===== config.mk =====
export PLATFORM = sky130hd
export DESIGN_NAME = fsync_cc_top
export DESIGN_NICKNAME = d
export VERILOG_FILES = /design/src/source/fsync_pkg.sv /design/src/source/fsync_fifo.sv /design/src/source/fsync_barrier_rf.sv /design/src/source/fsync_channel.sv /design/src/source/fsync_remote_merge.sv /design/src/source/fsync_cc_top.sv
export SDC_FILE = /design/constraint.sdc
export NUM_CORES = 1
export LEC_CHECK = 0
export ABC_AREA = 1
export BUFFER_PORTS_ARGS = -buffer_cell sky130_fd_sc_hd__buf_2
export CORE_MARGIN = 8
export CORE_UTILIZATION = 55
export CTS_CLUSTER_SIZE = 30
export DETAILED_ROUTE_END_ITERATION = 6
export PLACE_DENSITY = 0.74
export SLEW_MARGIN = 30
export SYNTH_ARGS = -nofsm -noshare
export SYNTH_HDL_FRONTEND = slang
export SYNTH_SLANG_ARGS = --single-unit

===== constraint.sdc =====
create_clock -name clk_i -period 4.99 [get_ports clk_i]
set_clock_uncertainty 0.1 [all_clocks]
set_input_delay 0 -clock clk_i [delete_from_list [all_inputs] [get_ports clk_i]]
set_output_delay 0 -clock clk_i [all_outputs]
set_load 0.01 [all_outputs]

===== src/source/fsync_pkg.sv =====
// shared widths, table and queue depths, and the port control state type of the sync core
package fsync_pkg;

  // a barrier id selects one entry of the directly mapped arrival table
  localparam int unsigned ID_WIDTH = 4;

  // one table entry per id, so the table covers the whole id space
  localparam int unsigned N_IDS = 16;

  // aggregation mask, one bit per tree level still to be climbed
  localparam int unsigned AGGR_WIDTH = 4;

  // RX ports of the node, even ones are horizontal and odd ones vertical
  localparam int unsigned N_RX_PORTS = 4;

  // children per channel, each channel sees two of the RX ports
  localparam int unsigned N_CHAN_PORTS = 2;

  // wake and error responses waiting for the local consumer of one channel
  localparam int unsigned LOCAL_FIFO_DEPTH = 4;

  // upward requests of both channels waiting for the parent node
  localparam int unsigned REMOTE_FIFO_DEPTH = 4;

  // each RX port runs a two-state FSM
  // a port in CTRL_CHECK has just been decided and takes no strobe this cycle
  typedef enum logic {
    CTRL_IDLE,
    CTRL_CHECK
  } ctrl_state_e;

endpackage


===== src/source/fsync_fifo.sv =====
// circular FIFO with occupancy count, full and empty flags and a misuse pulse
module fsync_fifo #(
  parameter int unsigned DEPTH = 4,
  parameter int unsigned WIDTH = 8
) (
  input  logic             clk_i,
  input  logic             rst_ni,
  input  logic             push_i,
  input  logic [WIDTH-1:0] data_i,
  input  logic             pop_i,
  output logic [WIDTH-1:0] data_o,
  output logic             empty_o,
  output logic             full_o,
  output logic             misuse_o
);

  localparam int unsigned PTR_W = (DEPTH > 1) ? $clog2(DEPTH) : 1;
  localparam int unsigned CNT_W = $clog2(DEPTH + 1);

  logic [WIDTH-1:0] mem_q [DEPTH];
  logic [PTR_W-1:0] wr_ptr_q;
  logic [PTR_W-1:0] rd_ptr_q;
  logic [CNT_W-1:0] count_q;
  logic             do_push;
  logic             do_pop;

  assign empty_o = (count_q == '0);
  assign full_o  = (count_q == CNT_W'(DEPTH));

  // there is no back-pressure, so a push into a full queue is dropped
  // and a pop on an empty queue does nothing, both are reported as misuse
  assign do_push  = push_i & ~full_o;
  assign do_pop   = pop_i & ~empty_o;
  assign misuse_o = (push_i & full_o) | (pop_i & empty_o);

  // the head entry is visible whenever the queue holds something
  assign data_o = mem_q[rd_ptr_q];

  always_ff @(posedge clk_i) begin
    if (do_push) begin
      mem_q[wr_ptr_q] <= data_i;
    end
  end

  always_ff @(posedge clk_i or negedge rst_ni) begin
    if (!rst_ni) begin
      wr_ptr_q <= '0;
      rd_ptr_q <= '0;
      count_q  <= '0;
    end else begin
      if (do_push) begin
        wr_ptr_q <= (wr_ptr_q == PTR_W'(DEPTH - 1)) ? '0 : wr_ptr_q + 1'b1;
      end
      if (do_pop) begin
        rd_ptr_q <= (rd_ptr_q == PTR_W'(DEPTH - 1)) ? '0 : rd_ptr_q + 1'b1;
      end
      // simultaneous push and pop leave the count unchanged
      count_q <= count_q + CNT_W'(do_push) - CNT_W'(do_pop);
    end
  end

  // occupancy must stay within the storage over any push and pop sequence
  a_count_bound: assert property (@(posedge clk_i) disable iff (!rst_ni)
    count_q <= CNT_W'(DEPTH))
    else $error("fifo count exceeds depth");

  // the pointers meet only when the queue is empty or completely full
  a_ptr_count_match: assert property (@(posedge clk_i) disable iff (!rst_ni)
    (wr_ptr_q == rd_ptr_q) == (empty_o || full_o))
    else $error("fifo pointers disagree with the occupancy count");

endmodule


===== src/source/fsync_barrier_rf.sv =====
// per-channel arrival table indexed by barrier id with two lookup and update ports
module fsync_barrier_rf
  import fsync_pkg::*;
(
  input  logic                                  clk_i,
  input  logic                                  rst_ni,
  input  logic [N_CHAN_PORTS-1:0]               check_i,
  input  logic [N_CHAN_PORTS-1:0][ID_WIDTH-1:0] id_i,
  output logic [N_CHAN_PORTS-1:0]               complete_o,
  output logic [N_CHAN_PORTS-1:0]               repeat_o
);

  // bit k of an entry records that child k has arrived at that barrier
  logic [N_CHAN_PORTS-1:0] arrived_q [N_IDS];
  logic [N_CHAN_PORTS-1:0] entry0;
  logic [N_CHAN_PORTS-1:0] entry1;
  logic                    same_id;

  assign entry0  = arrived_q[id_i[0]];
  assign entry1  = arrived_q[id_i[1]];
  assign same_id = check_i[0] & check_i[1] & (id_i[0] == id_i[1]);

  // a child that arrives twice before its partner is an id error
  assign repeat_o[0] = check_i[0] & entry0[0];
  assign repeat_o[1] = check_i[1] & entry1[1];

  // child 0 completes on a recorded partner or on a partner checking the
  // same id this cycle, the same-cycle case is reported on child 0 only
  assign complete_o[0] = check_i[0] & ~repeat_o[0] &
                         (entry0[1] | (same_id & ~repeat_o[1]));
  assign complete_o[1] = check_i[1] & ~repeat_o[1] & entry1[0];

  always_ff @(posedge clk_i or negedge rst_ni) begin
    if (!rst_ni) begin
      for (int e = 0; e < N_IDS; e++) begin
        arrived_q[e] <= '0;
      end
    end else begin
      // record first arrivals
      for (int k = 0; k < N_CHAN_PORTS; k++) begin
        if (check_i[k] && !repeat_o[k] && !complete_o[k]) begin
          arrived_q[id_i[k]][k] <= 1'b1;
        end
      end
      // a completion frees its entry, which also swallows a same-cycle
      // arrival of the partner on that id
      for (int k = 0; k < N_CHAN_PORTS; k++) begin
        if (complete_o[k]) begin
          arrived_q[id_i[k]] <= '0;
        end
      end
    end
  end

endmodule


===== src/source/fsync_channel.sv =====
// channel engine with per-port control FSMs, the arrival table and the local response queue
module fsync_channel
  import fsync_pkg::*;
(
  input  logic                                    clk_i,
  input  logic                                    rst_ni,
  input  logic [N_CHAN_PORTS-1:0]                 req_valid_i,
  input  logic [N_CHAN_PORTS-1:0][ID_WIDTH-1:0]   req_id_i,
  input  logic [N_CHAN_PORTS-1:0][AGGR_WIDTH-1:0] req_aggr_i,
  input  logic [N_CHAN_PORTS-1:0]                 req_root_i,
  input  logic                                    local_pop_i,
  output logic                                    up_valid_o,
  output logic [ID_WIDTH-1:0]                     up_id_o,
  output logic [AGGR_WIDTH-1:0]                   up_aggr_o,
  output logic                                    local_empty_o,
  output logic [N_CHAN_PORTS-1:0]                 local_dst_o,
  output logic                                    local_error_o,
  output logic                                    error_o
);

  ctrl_state_e             state_q [N_CHAN_PORTS];
  ctrl_state_e             state_d [N_CHAN_PORTS];
  logic [N_CHAN_PORTS-1:0] accept;
  logic [N_CHAN_PORTS-1:0] check;
  logic [N_CHAN_PORTS-1:0] sig_err;
  logic [N_CHAN_PORTS-1:0] complete;
  logic [N_CHAN_PORTS-1:0] repeat_err;
  logic [N_CHAN_PORTS-1:0] wake;
  logic [N_CHAN_PORTS-1:0] up_req;
  logic [N_CHAN_PORTS-1:0] rsp_valid;
  // a response entry is the destination mask followed by the error flag
  logic [N_CHAN_PORTS:0]   rsp_data [N_CHAN_PORTS];
  logic [N_CHAN_PORTS:0]   push_data;
  logic [N_CHAN_PORTS:0]   head_data;
  logic                    up_sel;
  logic                    lost;
  logic                    fifo_misuse;

  // a port takes a strobe in idle and spends the following cycle in check
  always_comb begin
    for (int i = 0; i < N_CHAN_PORTS; i++) begin
      accept[i] = 1'b0;
      unique case (state_q[i])
        CTRL_IDLE: begin
          accept[i]  = req_valid_i[i];
          state_d[i] = req_valid_i[i] ? CTRL_CHECK : CTRL_IDLE;
        end
        default: state_d[i] = CTRL_IDLE;
      endcase
    end
  end

  always_ff @(posedge clk_i or negedge rst_ni) begin
    if (!rst_ni) begin
      for (int i = 0; i < N_CHAN_PORTS; i++) begin
        state_q[i] <= CTRL_IDLE;
      end
    end else begin
      state_q <= state_d;
    end
  end

  // an empty aggregation mask never reaches the table and is a signature error
  always_comb begin
    for (int i = 0; i < N_CHAN_PORTS; i++) begin
      check[i]     = accept[i] & (|req_aggr_i[i]);
      sig_err[i]   = accept[i] & ~(|req_aggr_i[i]);
      wake[i]      = complete[i] & req_root_i[i];
      up_req[i]    = complete[i] & ~req_root_i[i];
      rsp_valid[i] = sig_err[i] | repeat_err[i] | wake[i];
      // a wake goes to both children, an error only to the offending one
      rsp_data[i]  = wake[i] ? {{N_CHAN_PORTS{1'b1}}, 1'b0}
                             : {N_CHAN_PORTS'(1) << i, 1'b1};
    end
  end

  fsync_barrier_rf i_rf (
    .clk_i      (clk_i),
    .rst_ni     (rst_ni),
    .check_i    (check),
    .id_i       (req_id_i),
    .complete_o (complete),
    .repeat_o   (repeat_err)
  );

  // child 0 wins the single queue write, a second response is lost
  assign push_data = rsp_valid[0] ? rsp_data[0] : rsp_data[1];

  // upward completions go straight to the merger with one level consumed
  assign up_sel     = ~up_req[0];
  assign up_valid_o = |up_req;
  assign up_id_o    = req_id_i[up_sel];
  assign up_aggr_o  = req_aggr_i[up_sel] >> 1;

  assign lost    = (&rsp_valid) | (&up_req);
  assign error_o = lost | fifo_misuse;

  fsync_fifo #(
    .DEPTH (LOCAL_FIFO_DEPTH),
    .WIDTH (N_CHAN_PORTS + 1)
  ) i_local_fifo (
    .clk_i    (clk_i),
    .rst_ni   (rst_ni),
    .push_i   (|rsp_valid),
    .data_i   (push_data),
    .pop_i    (local_pop_i),
    .data_o   (head_data),
    .empty_o  (local_empty_o),
    .full_o   (),
    .misuse_o (fifo_misuse)
  );

  assign local_dst_o   = head_data[N_CHAN_PORTS:1];
  assign local_error_o = head_data[0];

  // the sender must leave one idle cycle after every strobe on a port
  for (genvar i = 0; i < N_CHAN_PORTS; i++) begin : gen_strobe_guard
    a_no_strobe_in_check: assert property (@(posedge clk_i) disable iff (!rst_ni)
      state_q[i] == CTRL_CHECK |-> !req_valid_i[i])
      else $error("strobe on port %0d while in check", i);
  end

endmodule


===== src/source/fsync_remote_merge.sv =====
// merger of both channels' upward requests into one remote queue through a holding slot
module fsync_remote_merge
  import fsync_pkg::*;
(
  input  logic                  clk_i,
  input  logic                  rst_ni,
  input  logic                  h_valid_i,
  input  logic [ID_WIDTH-1:0]   h_id_i,
  input  logic [AGGR_WIDTH-1:0] h_aggr_i,
  input  logic                  v_valid_i,
  input  logic [ID_WIDTH-1:0]   v_id_i,
  input  logic [AGGR_WIDTH-1:0] v_aggr_i,
  input  logic                  remote_pop_i,
  output logic                  remote_empty_o,
  output logic [ID_WIDTH-1:0]   remote_id_o,
  output logic [AGGR_WIDTH-1:0] remote_aggr_o,
  output logic                  remote_src_o,
  output logic                  error_o
);

  logic                           slot_valid_q;
  logic [ID_WIDTH-1:0]            slot_id_q;
  logic [AGGR_WIDTH-1:0]          slot_aggr_q;
  logic                           slot_load;
  logic                           slot_drain;
  logic                           v_drop;
  logic                           push;
  logic [ID_WIDTH+AGGR_WIDTH:0]   push_data;
  logic [ID_WIDTH+AGGR_WIDTH:0]   head_data;
  logic                           fifo_misuse;

  // a vertical request colliding with a horizontal one is parked,
  // one arriving while the slot is busy has nowhere to go
  assign slot_load  = v_valid_i & h_valid_i & ~slot_valid_q;
  assign slot_drain = slot_valid_q & ~h_valid_i;
  assign v_drop     = v_valid_i & slot_valid_q;

  // queue entry is source flag, id and aggregation mask, horizontal first,
  // then the parked vertical request, then a fresh vertical one
  assign push = h_valid_i | slot_valid_q | v_valid_i;
  always_comb begin
    if (h_valid_i) begin
      push_data = {1'b0, h_id_i, h_aggr_i};
    end else if (slot_valid_q) begin
      push_data = {1'b1, slot_id_q, slot_aggr_q};
    end else begin
      push_data = {1'b1, v_id_i, v_aggr_i};
    end
  end

  always_ff @(posedge clk_i or negedge rst_ni) begin
    if (!rst_ni) begin
      slot_valid_q <= 1'b0;
    end else if (slot_load) begin
      slot_valid_q <= 1'b1;
    end else if (slot_drain) begin
      slot_valid_q <= 1'b0;
    end
  end

  always_ff @(posedge clk_i) begin
    if (slot_load) begin
      slot_id_q   <= v_id_i;
      slot_aggr_q <= v_aggr_i;
    end
  end

  fsync_fifo #(
    .DEPTH (REMOTE_FIFO_DEPTH),
    .WIDTH (ID_WIDTH + AGGR_WIDTH + 1)
  ) i_remote_fifo (
    .clk_i    (clk_i),
    .rst_ni   (rst_ni),
    .push_i   (push),
    .data_i   (push_data),
    .pop_i    (remote_pop_i),
    .data_o   (head_data),
    .empty_o  (remote_empty_o),
    .full_o   (),
    .misuse_o (fifo_misuse)
  );

  assign {remote_src_o, remote_id_o, remote_aggr_o} = head_data;
  assign error_o = v_drop | fifo_misuse;

  // a vertical request meeting a horizontal one is either parked with its own
  // fields for the next cycle or reported as dropped
  a_slot_park: assert property (@(posedge clk_i) disable iff (!rst_ni)
    v_valid_i && h_valid_i |=> $past(error_o) ||
      (slot_valid_q && {slot_id_q, slot_aggr_q} == $past({v_id_i, v_aggr_i})))
    else $error("colliding vertical request neither parked nor reported");

endmodule


===== src/source/fsync_cc_top.sv =====
// sync control core top with RX port split per channel, two engines and the remote merger
module fsync_cc_top
  import fsync_pkg::*;
(
  input  logic                                  clk_i,
  input  logic                                  rst_ni,
  input  logic [N_RX_PORTS-1:0]                 req_valid_i,
  input  logic [N_RX_PORTS-1:0][ID_WIDTH-1:0]   req_id_i,
  input  logic [N_RX_PORTS-1:0][AGGR_WIDTH-1:0] req_aggr_i,
  input  logic [N_RX_PORTS-1:0]                 req_root_i,
  input  logic [1:0]                            local_pop_i,
  input  logic                                  remote_pop_i,
  output logic [1:0]                            local_empty_o,
  output logic [1:0][N_CHAN_PORTS-1:0]          local_dst_o,
  output logic [1:0]                            local_error_o,
  output logic                                  remote_empty_o,
  output logic [ID_WIDTH-1:0]                   remote_id_o,
  output logic [AGGR_WIDTH-1:0]                 remote_aggr_o,
  output logic                                  remote_src_o,
  output logic [2:0]                            detected_error_o
);

  // channel index 0 is horizontal and 1 is vertical
  logic [1:0][N_CHAN_PORTS-1:0]                 ch_valid;
  logic [1:0][N_CHAN_PORTS-1:0][ID_WIDTH-1:0]   ch_id;
  logic [1:0][N_CHAN_PORTS-1:0][AGGR_WIDTH-1:0] ch_aggr;
  logic [1:0][N_CHAN_PORTS-1:0]                 ch_root;
  logic [1:0]                                   up_valid;
  logic [1:0][ID_WIDTH-1:0]                     up_id;
  logic [1:0][AGGR_WIDTH-1:0]                   up_aggr;

  // RX port 2k+c is child k of channel c
  for (genvar c = 0; c < 2; c++) begin : gen_split
    for (genvar k = 0; k < N_CHAN_PORTS; k++) begin : gen_child
      assign ch_valid[c][k] = req_valid_i[2*k+c];
      assign ch_id[c][k]    = req_id_i[2*k+c];
      assign ch_aggr[c][k]  = req_aggr_i[2*k+c];
      assign ch_root[c][k]  = req_root_i[2*k+c];
    end
  end

  fsync_channel i_h_channel (
    .clk_i         (clk_i),
    .rst_ni        (rst_ni),
    .req_valid_i   (ch_valid[0]),
    .req_id_i      (ch_id[0]),
    .req_aggr_i    (ch_aggr[0]),
    .req_root_i    (ch_root[0]),
    .local_pop_i   (local_pop_i[0]),
    .up_valid_o    (up_valid[0]),
    .up_id_o       (up_id[0]),
    .up_aggr_o     (up_aggr[0]),
    .local_empty_o (local_empty_o[0]),
    .local_dst_o   (local_dst_o[0]),
    .local_error_o (local_error_o[0]),
    .error_o       (detected_error_o[0])
  );

  fsync_channel i_v_channel (
    .clk_i         (clk_i),
    .rst_ni        (rst_ni),
    .req_valid_i   (ch_valid[1]),
    .req_id_i      (ch_id[1]),
    .req_aggr_i    (ch_aggr[1]),
    .req_root_i    (ch_root[1]),
    .local_pop_i   (local_pop_i[1]),
    .up_valid_o    (up_valid[1]),
    .up_id_o       (up_id[1]),
    .up_aggr_o     (up_aggr[1]),
    .local_empty_o (local_empty_o[1]),
    .local_dst_o   (local_dst_o[1]),
    .local_error_o (local_error_o[1]),
    .error_o       (detected_error_o[1])
  );

  // horizontal completions take priority for the shared remote queue
  fsync_remote_merge i_remote_merge (
    .clk_i          (clk_i),
    .rst_ni         (rst_ni),
    .h_valid_i      (up_valid[0]),
    .h_id_i         (up_id[0]),
    .h_aggr_i       (up_aggr[0]),
    .v_valid_i      (up_valid[1]),
    .v_id_i         (up_id[1]),
    .v_aggr_i       (up_aggr[1]),
    .remote_pop_i   (remote_pop_i),
    .remote_empty_o (remote_empty_o),
    .remote_id_o    (remote_id_o),
    .remote_aggr_o  (remote_aggr_o),
    .remote_src_o   (remote_src_o),
    .error_o        (detected_error_o[2])
  );

endmodule


* Word-level counts from Yosys, hierarchy flattened
Memories as Yosys holds them, arrays and structs flattened. Cells that the tools add are included.
Word-level totals: logic and storage cells 306, output and inout bits 21, input port bits 45, memories kept 3, RAM bits 60, bits in registers 97
Memory list:
- i_remote_merge.i_remote_fifo.mem_q | depth 4, width 9, read ports 1, clocked after Yosys merged registers in 0, wr ports 1, line fsync_fifo.sv:20 | logic [WIDTH-1:0] mem_q [DEPTH];
- i_h_channel.i_local_fifo.mem_q | depth 4, width 3, read ports 1, clocked after Yosys merged registers in 0, wr ports 1, line fsync_fifo.sv:20
- i_v_channel.i_local_fifo.mem_q | depth 4, width 3, read ports 1, clocked after Yosys merged registers in 0, wr ports 1, line fsync_fifo.sv:20
Cells by class: equality and inequality tests 11, order comparisons 10, mux-type cells 78, reductions and logical operators 36, bitwise operators 108, add/sub/neg operators 12
Operators by type and width (number):
- two-way mux 32 bit | 8
- AND 32 bit | 4
- NOT 32 bit | 4
- bitwise OR 32 bit | 4
- demux 2 bit (select 4 bit) | 8
- AND 1 bit | 50
- two-way mux 2 bit | 22
- binary-select mux 2 bit (select 4 bit) | 4
- two-way mux 4 bit | 8
- two-way mux 1 bit | 22
- NOT 1 bit | 22
- >= comparator 5 bit, second input constant | 4
- < comparator 5 x 1 -> 1 bit, second input constant | 4
- NOT 4 -> 5 bit | 4
- bitwise OR 1 bit | 20
- OR reduction 4 bit | 4
- adder 2 x 1 -> 2 bit, second input constant | 6
- equality test 2 bit, second input constant | 6
- logical AND 1 bit | 12
- two-way mux 3 bit | 4
- adder 3 x 1 -> 3 bit | 3
- equality test 3 bit, second input constant | 3
- zero test 3 bit | 3
- two-way mux 9 bit | 1
- 8 further kinds | 25

* Longest topological paths before layout
word-level depth 18, mapped depth 22, mapped depth without buffers 21

* By module
From an unflattened synthesis, not the netlist that was laid out.
Unflattened totals: cell total of the unflattened synthesis 1368, area total of the unflattened synthesis 10027.1 sq um
Modules (own cells, without submodules):
- fsync_barrier_rf | times used 2, cells an instance 419, seq. area each 800.8 sq um, area an instance 2491.1 sq um
- fsync_fifo at i_remote_merge.i_remote_fifo | times used 1, cells an instance 166, seq. area each 1256.2 sq um, area an instance 2008.2 sq um
- fsync_fifo at i_h_channel.i_local_fifo ... | times used 2, cells an instance 96, seq. area each 535.5 sq um, area an instance 955.9 sq um
- fsync_channel | times used 2, cells an instance 60, seq. area each 50.0 sq um, area an instance 315.3 sq um
- fsync_remote_merge | times used 1, cells an instance 52, seq. area each 265.3 sq um, area an instance 494.2 sq um

* Worst setup path after synthesis
OpenSTA, ideal clock, no wires.
kind reg2reg, start register i_h_channel.i_rf.arrived_q[3] (netlist name), end register i_h_channel.i_local_fifo.count_q[2], clock period less this slack 2762 ps, slack 2228 ps, data arrival time 2533 ps, stages on the path, launching flop included 20, path buffers 1, data required time 4761 ps, setup time 129 ps, cell sequence dfrtp_1 > nand2_1 > nand2_1 > nand2_1 > nand2_1 > nand2_1 > nand2_1 > nor2_2 > nand3_1 > nand2_1 > and2_1 > buf_4 > nand2_2 > nand3_2 > nand2_2 > ha_1 > inv_1 > ha_1 > fa_1 > xor2_1
Between the ends: cells in the longest elaborated chain, start to end 14, elaborated cells between the ends (all ways) 22, those cells by class add/sub (2); mux (6); bitwise (13); reduce/logical (1)
RTL lines:
- start: declaration | line fsync_barrier_rf.sv:14 | logic [N_CHAN_PORTS-1:0] arrived_q [N_IDS];
- start signal: indexed assignment | line fsync_barrier_rf.sv:36 | arrived_q[e] <= '0;
- start signal: indexed assignment | line fsync_barrier_rf.sv:42 | arrived_q[id_i[k]][k] <= 1'b1;
- start signal: indexed assignment | line fsync_barrier_rf.sv:49 | arrived_q[id_i[k]] <= '0;
- binary-select mux 2 bit (select 4 bit) | line fsync_barrier_rf.sv:20 | assign entry1 = arrived_q[id_i[1]];
- two-way mux 2 bit (not written as such) (2 in a row) | line fsync_barrier_rf.sv:20
- AND 1 bit | line fsync_barrier_rf.sv:25 | assign repeat_o[1] = check_i[1] & entry1[1];
- NOT 1 bit | line fsync_barrier_rf.sv:30, fsync_barrier_rf.sv:31
- AND 1 bit | line fsync_barrier_rf.sv:30 | (entry0[1] | (same_id & ~repeat_o[1]));
- bitwise OR 1 bit | line fsync_barrier_rf.sv:30
- AND 1 bit | line fsync_barrier_rf.sv:29 | assign complete_o[0] = check_i[0] & ~repeat_o[0] &
- AND 1 bit | line fsync_channel.sv:68 | wake[i] = complete[i] & req_root_i[i];
- bitwise OR 1 bit | line fsync_channel.sv:70 | rsp_valid[i] = sig_err[i] | repeat_err[i] | wake[i];
- OR reduction 2 bit (*) | line fsync_channel.sv:104 | .push_i (|rsp_valid),
- AND 1 bit (*) | line fsync_fifo.sv:32 | assign do_push = push_i & ~full_o;
- adder 3 x 1 -> 3 bit (*) | line fsync_fifo.sv:58 | count_q <= count_q + CNT_W'(do_push) - CNT_W'(do_pop);
- subtractor 3 x 1 -> 3 bit (*) | line fsync_fifo.sv:58
- end signal: assignment | line fsync_fifo.sv:58
- end: declaration | line fsync_fifo.sv:23 | logic [CNT_W-1:0] count_q;
Every way passes the cells marked *; elsewhere a longest branch is shown, timed or not. The select of a mux whose other input is x is not followed. A chain may end at the register's enable or synchronous reset.

* Worst setup path in the final report
Same ends and word-level chain as after synthesis.

==> results.txt <==
----------------------------------------------------
[Run status]
  Status ... finished, final reports clean

[Clock tree]
  Clock input transition at the sequential cells of the worst setup and hold paths ... 0.06 ns
  Setup repair bufs after CTS ... 0
  Clock tree from TritonCTS ... built
  Buffer cell driving the clock tree root ... sky130_fd_sc_hd__clkbuf_16
  TritonCTS buffer count ... 17
  Clock network latency to the later pin of the worst-skew pair ... 0.43 ns
  Clock sink count ... 153
  Hold Buf Count CTS ... 25
  Number of buffers on the longest clock path ... 2
  H-tree levels ... 4
  Post-CTS resize count ... 0

[Power]
  Part of the power in combinational logic ... 0.313
  Share of total power consumed by net switching ... 0.374
  Clock power frac ... 0.260
  Maximum VDD drop ... 0.278 mV
  Final total power ... 4.65 mW
  Share of total power in sequential cells ... 0.427
  Switching Power ... 1.74 mW
  Leak pwr ... 4.67 nW
  Power per cell area ... 472 nW/um^2
  Internal power summed over all cells ... 2.91 mW

[Logic synthesis]
  Top-count cell post-synth ... sky130_fd_sc_hd__nand2_1
  Number of warning messages in the yosys log ... 0
  Cell taking the most area after synthesis ... sky130_fd_sc_hd__dfrtp_1
  Syn avg cell area ... 7.80 um^2
  Count of different cell masters after synthesis ... 39
  Number of standard cells after synthesis ... 1,109
  Number of register bits inferred by synthesis ... 153
  Proportion of netlist area held by the largest area contributor ... 0.260
  Post-synthesis instance area ... 8650 um^2
  Net count after synthesis ... 1,177
  Async set-or-reset flop fraction in the synthesized netlist ... 0.588
  Post-synth top cells ... sky130_fd_sc_hd__nand2_1 (243), sky130_fd_sc_hd__nor2_1 (221), sky130_fd_sc_hd__a21oi_1 (134)
  Top cells by area in the synthesized netlist ... sky130_fd_sc_hd__dfrtp_1 (26%), sky130_fd_sc_hd__edfxtp_1 (22%), sky130_fd_sc_hd__nand2_1 (11%), sky130_fd_sc_hd__nor2_1 (9.6%), sky130_fd_sc_hd__a21oi_1 (7.8%)
  EDFF count, synth ... 63
  Flip-flop cell with the highest count after synthesis ... sky130_fd_sc_hd__dfrtp_1
  Sequential cell area fraction in the yosys report ... 0.479

[Timing]
  Slew at the pin closest to its max-slew limit ... 0.803 ns
  Final period demand of the worst path ... 3.58 ns
  Final cycle utilization of the critical path ... 0.717
  Upper clock frequency limit ... 280 MHz
  Worst-case headroom to the max-slew limit ... 0.461
  Final number of setup-violating endpoints ... 0
  Setup repair after global routing missed its margin ... false
  Max-slew violation total from the final report ... 0
  Number of failing hold endpoints at the final stage ... 0
  Final-layout setup total negative slack ... 0 ns
  Least setup slack across all paths after layout ... 1.41 ns

[Worst setup path]
  Biggest cell delay along the critical path ... 0.66 ns
  Cell-by-cell listing of the critical path ... nand2_1 -> nand2_1 -> nand2_1 -> nand2_1 -> nand2_1 -> nand2_1 -> nor2_2 -> nand3_1 -> nand2_1 -> and2_1 -> nand2_2 -> nand3_2 -> nand2_2 -> ha_1 -> inv_1 -> ha_1 -> fa_1 -> xor2_1
  Largest fanout on the critical path ... 18
  Kind of start point of the critical path ... flip-flop
  Critical path arrival ... 3.78 ns
  Most common cell type on the critical path ... sky130_fd_sc_hd__nand2_1
  Crit-path slowest cell ... sky130_fd_sc_hd__and2_1
  Endpoint type of the worst setup path ... flip-flop
  Cell type group with the largest total delay on the critical path ... simple AND/OR/NAND/NOR gates
  Req. time, crit path ... 5.19 ns
  Buffers plus inverters on the worst setup path ... 1
  Setup CP Type ... flip-flop to flip-flop

[Drt]
  Number of nets still failing antenna checks after routing ... 0
  Average via count per standard cell ... 5.51
  Vias after detailed routing ... 7,798
  Total wire length ... 23,300 um
  Count of unresolved DRC violations after routing ... 0
  Mean routed wirelength per cell ... 16.5 um
  Detailed router's first-iteration violation count ... 784
  Number of optimization iterations in the first detailed-route pass ... 6

[Floorplan]
  Floorplan Core Area ... 15,700 um^2
  # rows ... 46
  Die area ... 20,000 um^2
  Chip width ... 141 um
  Vert. Die Dim ... 141 um
  Starting density of the core ... 0.553
  Number of I/O pins ... 66

[Global routing]
  Wire length of the first global-routing pass ... 38,600 um
  Maximum number of pins on one net before global-route repair ... 65
  Global routing usage summed across all routing layers ... 0.242
  Vias in the first global route ... 7,659
  GRT overflow ... 0
  Initial antenna violation count ... 0

[Cells and area]
  Synthesis-to-layout area growth ... 14.0%
  Ratio of cells with drive above 1 in the final layout ... 0.114
  Cell Count, Final, Fillers Out ... 1,414
  Number of diodes ... 0
  Count of nets after finishing ... 1,253

[Place]
  HPWL Detailed ... 16,700 um
  Number of buffer cells added on primary ports ... 64
  Worst Setup Slack post-DPL ... 1.35 ns
  Routability congestion estimate from global placement ... 0.996
  Total instance count after detailed placement ... 1,357

[Min path]
  Type of the worst min-delay path ... primary input to flip-flop

[Flow run]
  Max capacitance violation total ... 0

----------------------------------------------------
## sequential cells by signal, indices dropped and copies added (netlist names), 4 cells and up
signal	count
i_h_channel.i_rf.arrived_q	32
i_remote_merge.i_remote_fifo.mem_q	32
i_v_channel.i_rf.arrived_q	32
i_h_channel.i_local_fifo.mem_q	12
i_v_channel.i_local_fifo.mem_q	12
i_remote_merge.slot_id_q	4
## path summary, 6_finish.rpt
check,start,cells after the start,endpoint,slack [ns]
worst max-delay path,i_h_channel.i_rf.arrived_q[3],18,i_h_channel.i_local_fifo.count_q[2],1.41
worst min-delay path,req_id_i[13],3,i_remote_merge.slot_id_q[1],0.01
worst max register to register,i_h_channel.i_rf.arrived_q[3],18,i_h_channel.i_local_fifo.count_q[2],1.41
worst min register to register,i_h_channel.state_q[0],1,i_h_channel.state_q[0],0.31
max in group asynchronous,rst_ni,4,i_remote_merge.i_remote_fifo.count_q[1],3.48
min in group asynchronous,rst_ni,4,i_v_channel.i_rf.arrived_q[26],0.50
## kinds of logic after synthesis
kind of cell,synth area share
simple gates,0.264
compound gates,0.132
flops,0.479
buf+inv,0.0753
fa+ha+maj,0.0359
xor+xnor,0.0132
other cells,0.000433
## layout by cell type, fill, tap and decap left out, drive strengths merged, types with 16 or more instances in the layout
master / instances
ha: 20
o22ai: 16
inv: 121
o21ai: 60
dfrtp: 90
a21oi: 134
edfxtp: 63
clkbuf: 21
dlygate4sd3: 24
nor2: 230
buf: 66
nand2: 255
nand3: 42
## area by class of cell
class                           instances  area [um^2]
Fill cell                            1392         5790
Sequential cell                       153         4140
Multi-Input combinational cell        804         3860
Timing Repair Buffer                   90          591
Clock buffer                           21          450
Inverter                              119          447
Tap cell                              216          270
Clock inverter                         11         97.6
## worst min-delay path, stage by stage
cell and delay [ns]:
sky130_fd_sc_hd__buf_2 0.17, sky130_fd_sc_hd__nand2_1 0.08, sky130_fd_sc_hd__o21ai_1 0.09
## stage by stage
| stage | util | hold slack [ns] | cell area (um^2) |
|---|---|---|---|
| final | 0.630 | 0.0123 | 9860 |
| after global routing | 0.630 | 0.0474 | 9860 |
| after CTS | 0.630 | 0.00110 | 9860 |
| after detailed placement | 0.578 | -0.154 | 9050 |
| after global placement | 0.578 | -0.161 | 9050 |
| after floorplan | - | -0.396 | 8650 |
## power by group through the flow
stage               Combinational (mW)  Clock, mW  Sequential, mW
floorplan                         1.09          0            1.87
global placement                  1.38          0            1.99
detailed placement                1.43          0            1.99
CTS                               1.46       1.22            1.97
global route                      1.68       1.28            2.02
finish                            1.46       1.21            1.99
## per-layer routing
metal | global-route usage | share of wire | vias up
met5 | 0 | 0 | -
met4 | 0.0938 | 0.019 | 0
met3 | 0.0517 | 0.081 | 44
met2 | 0.389 | 0.47 | 331
met1 | 0.315 | 0.43 | 3673
li1 | - | - | 3750
(Power assumes the default switching activity.)
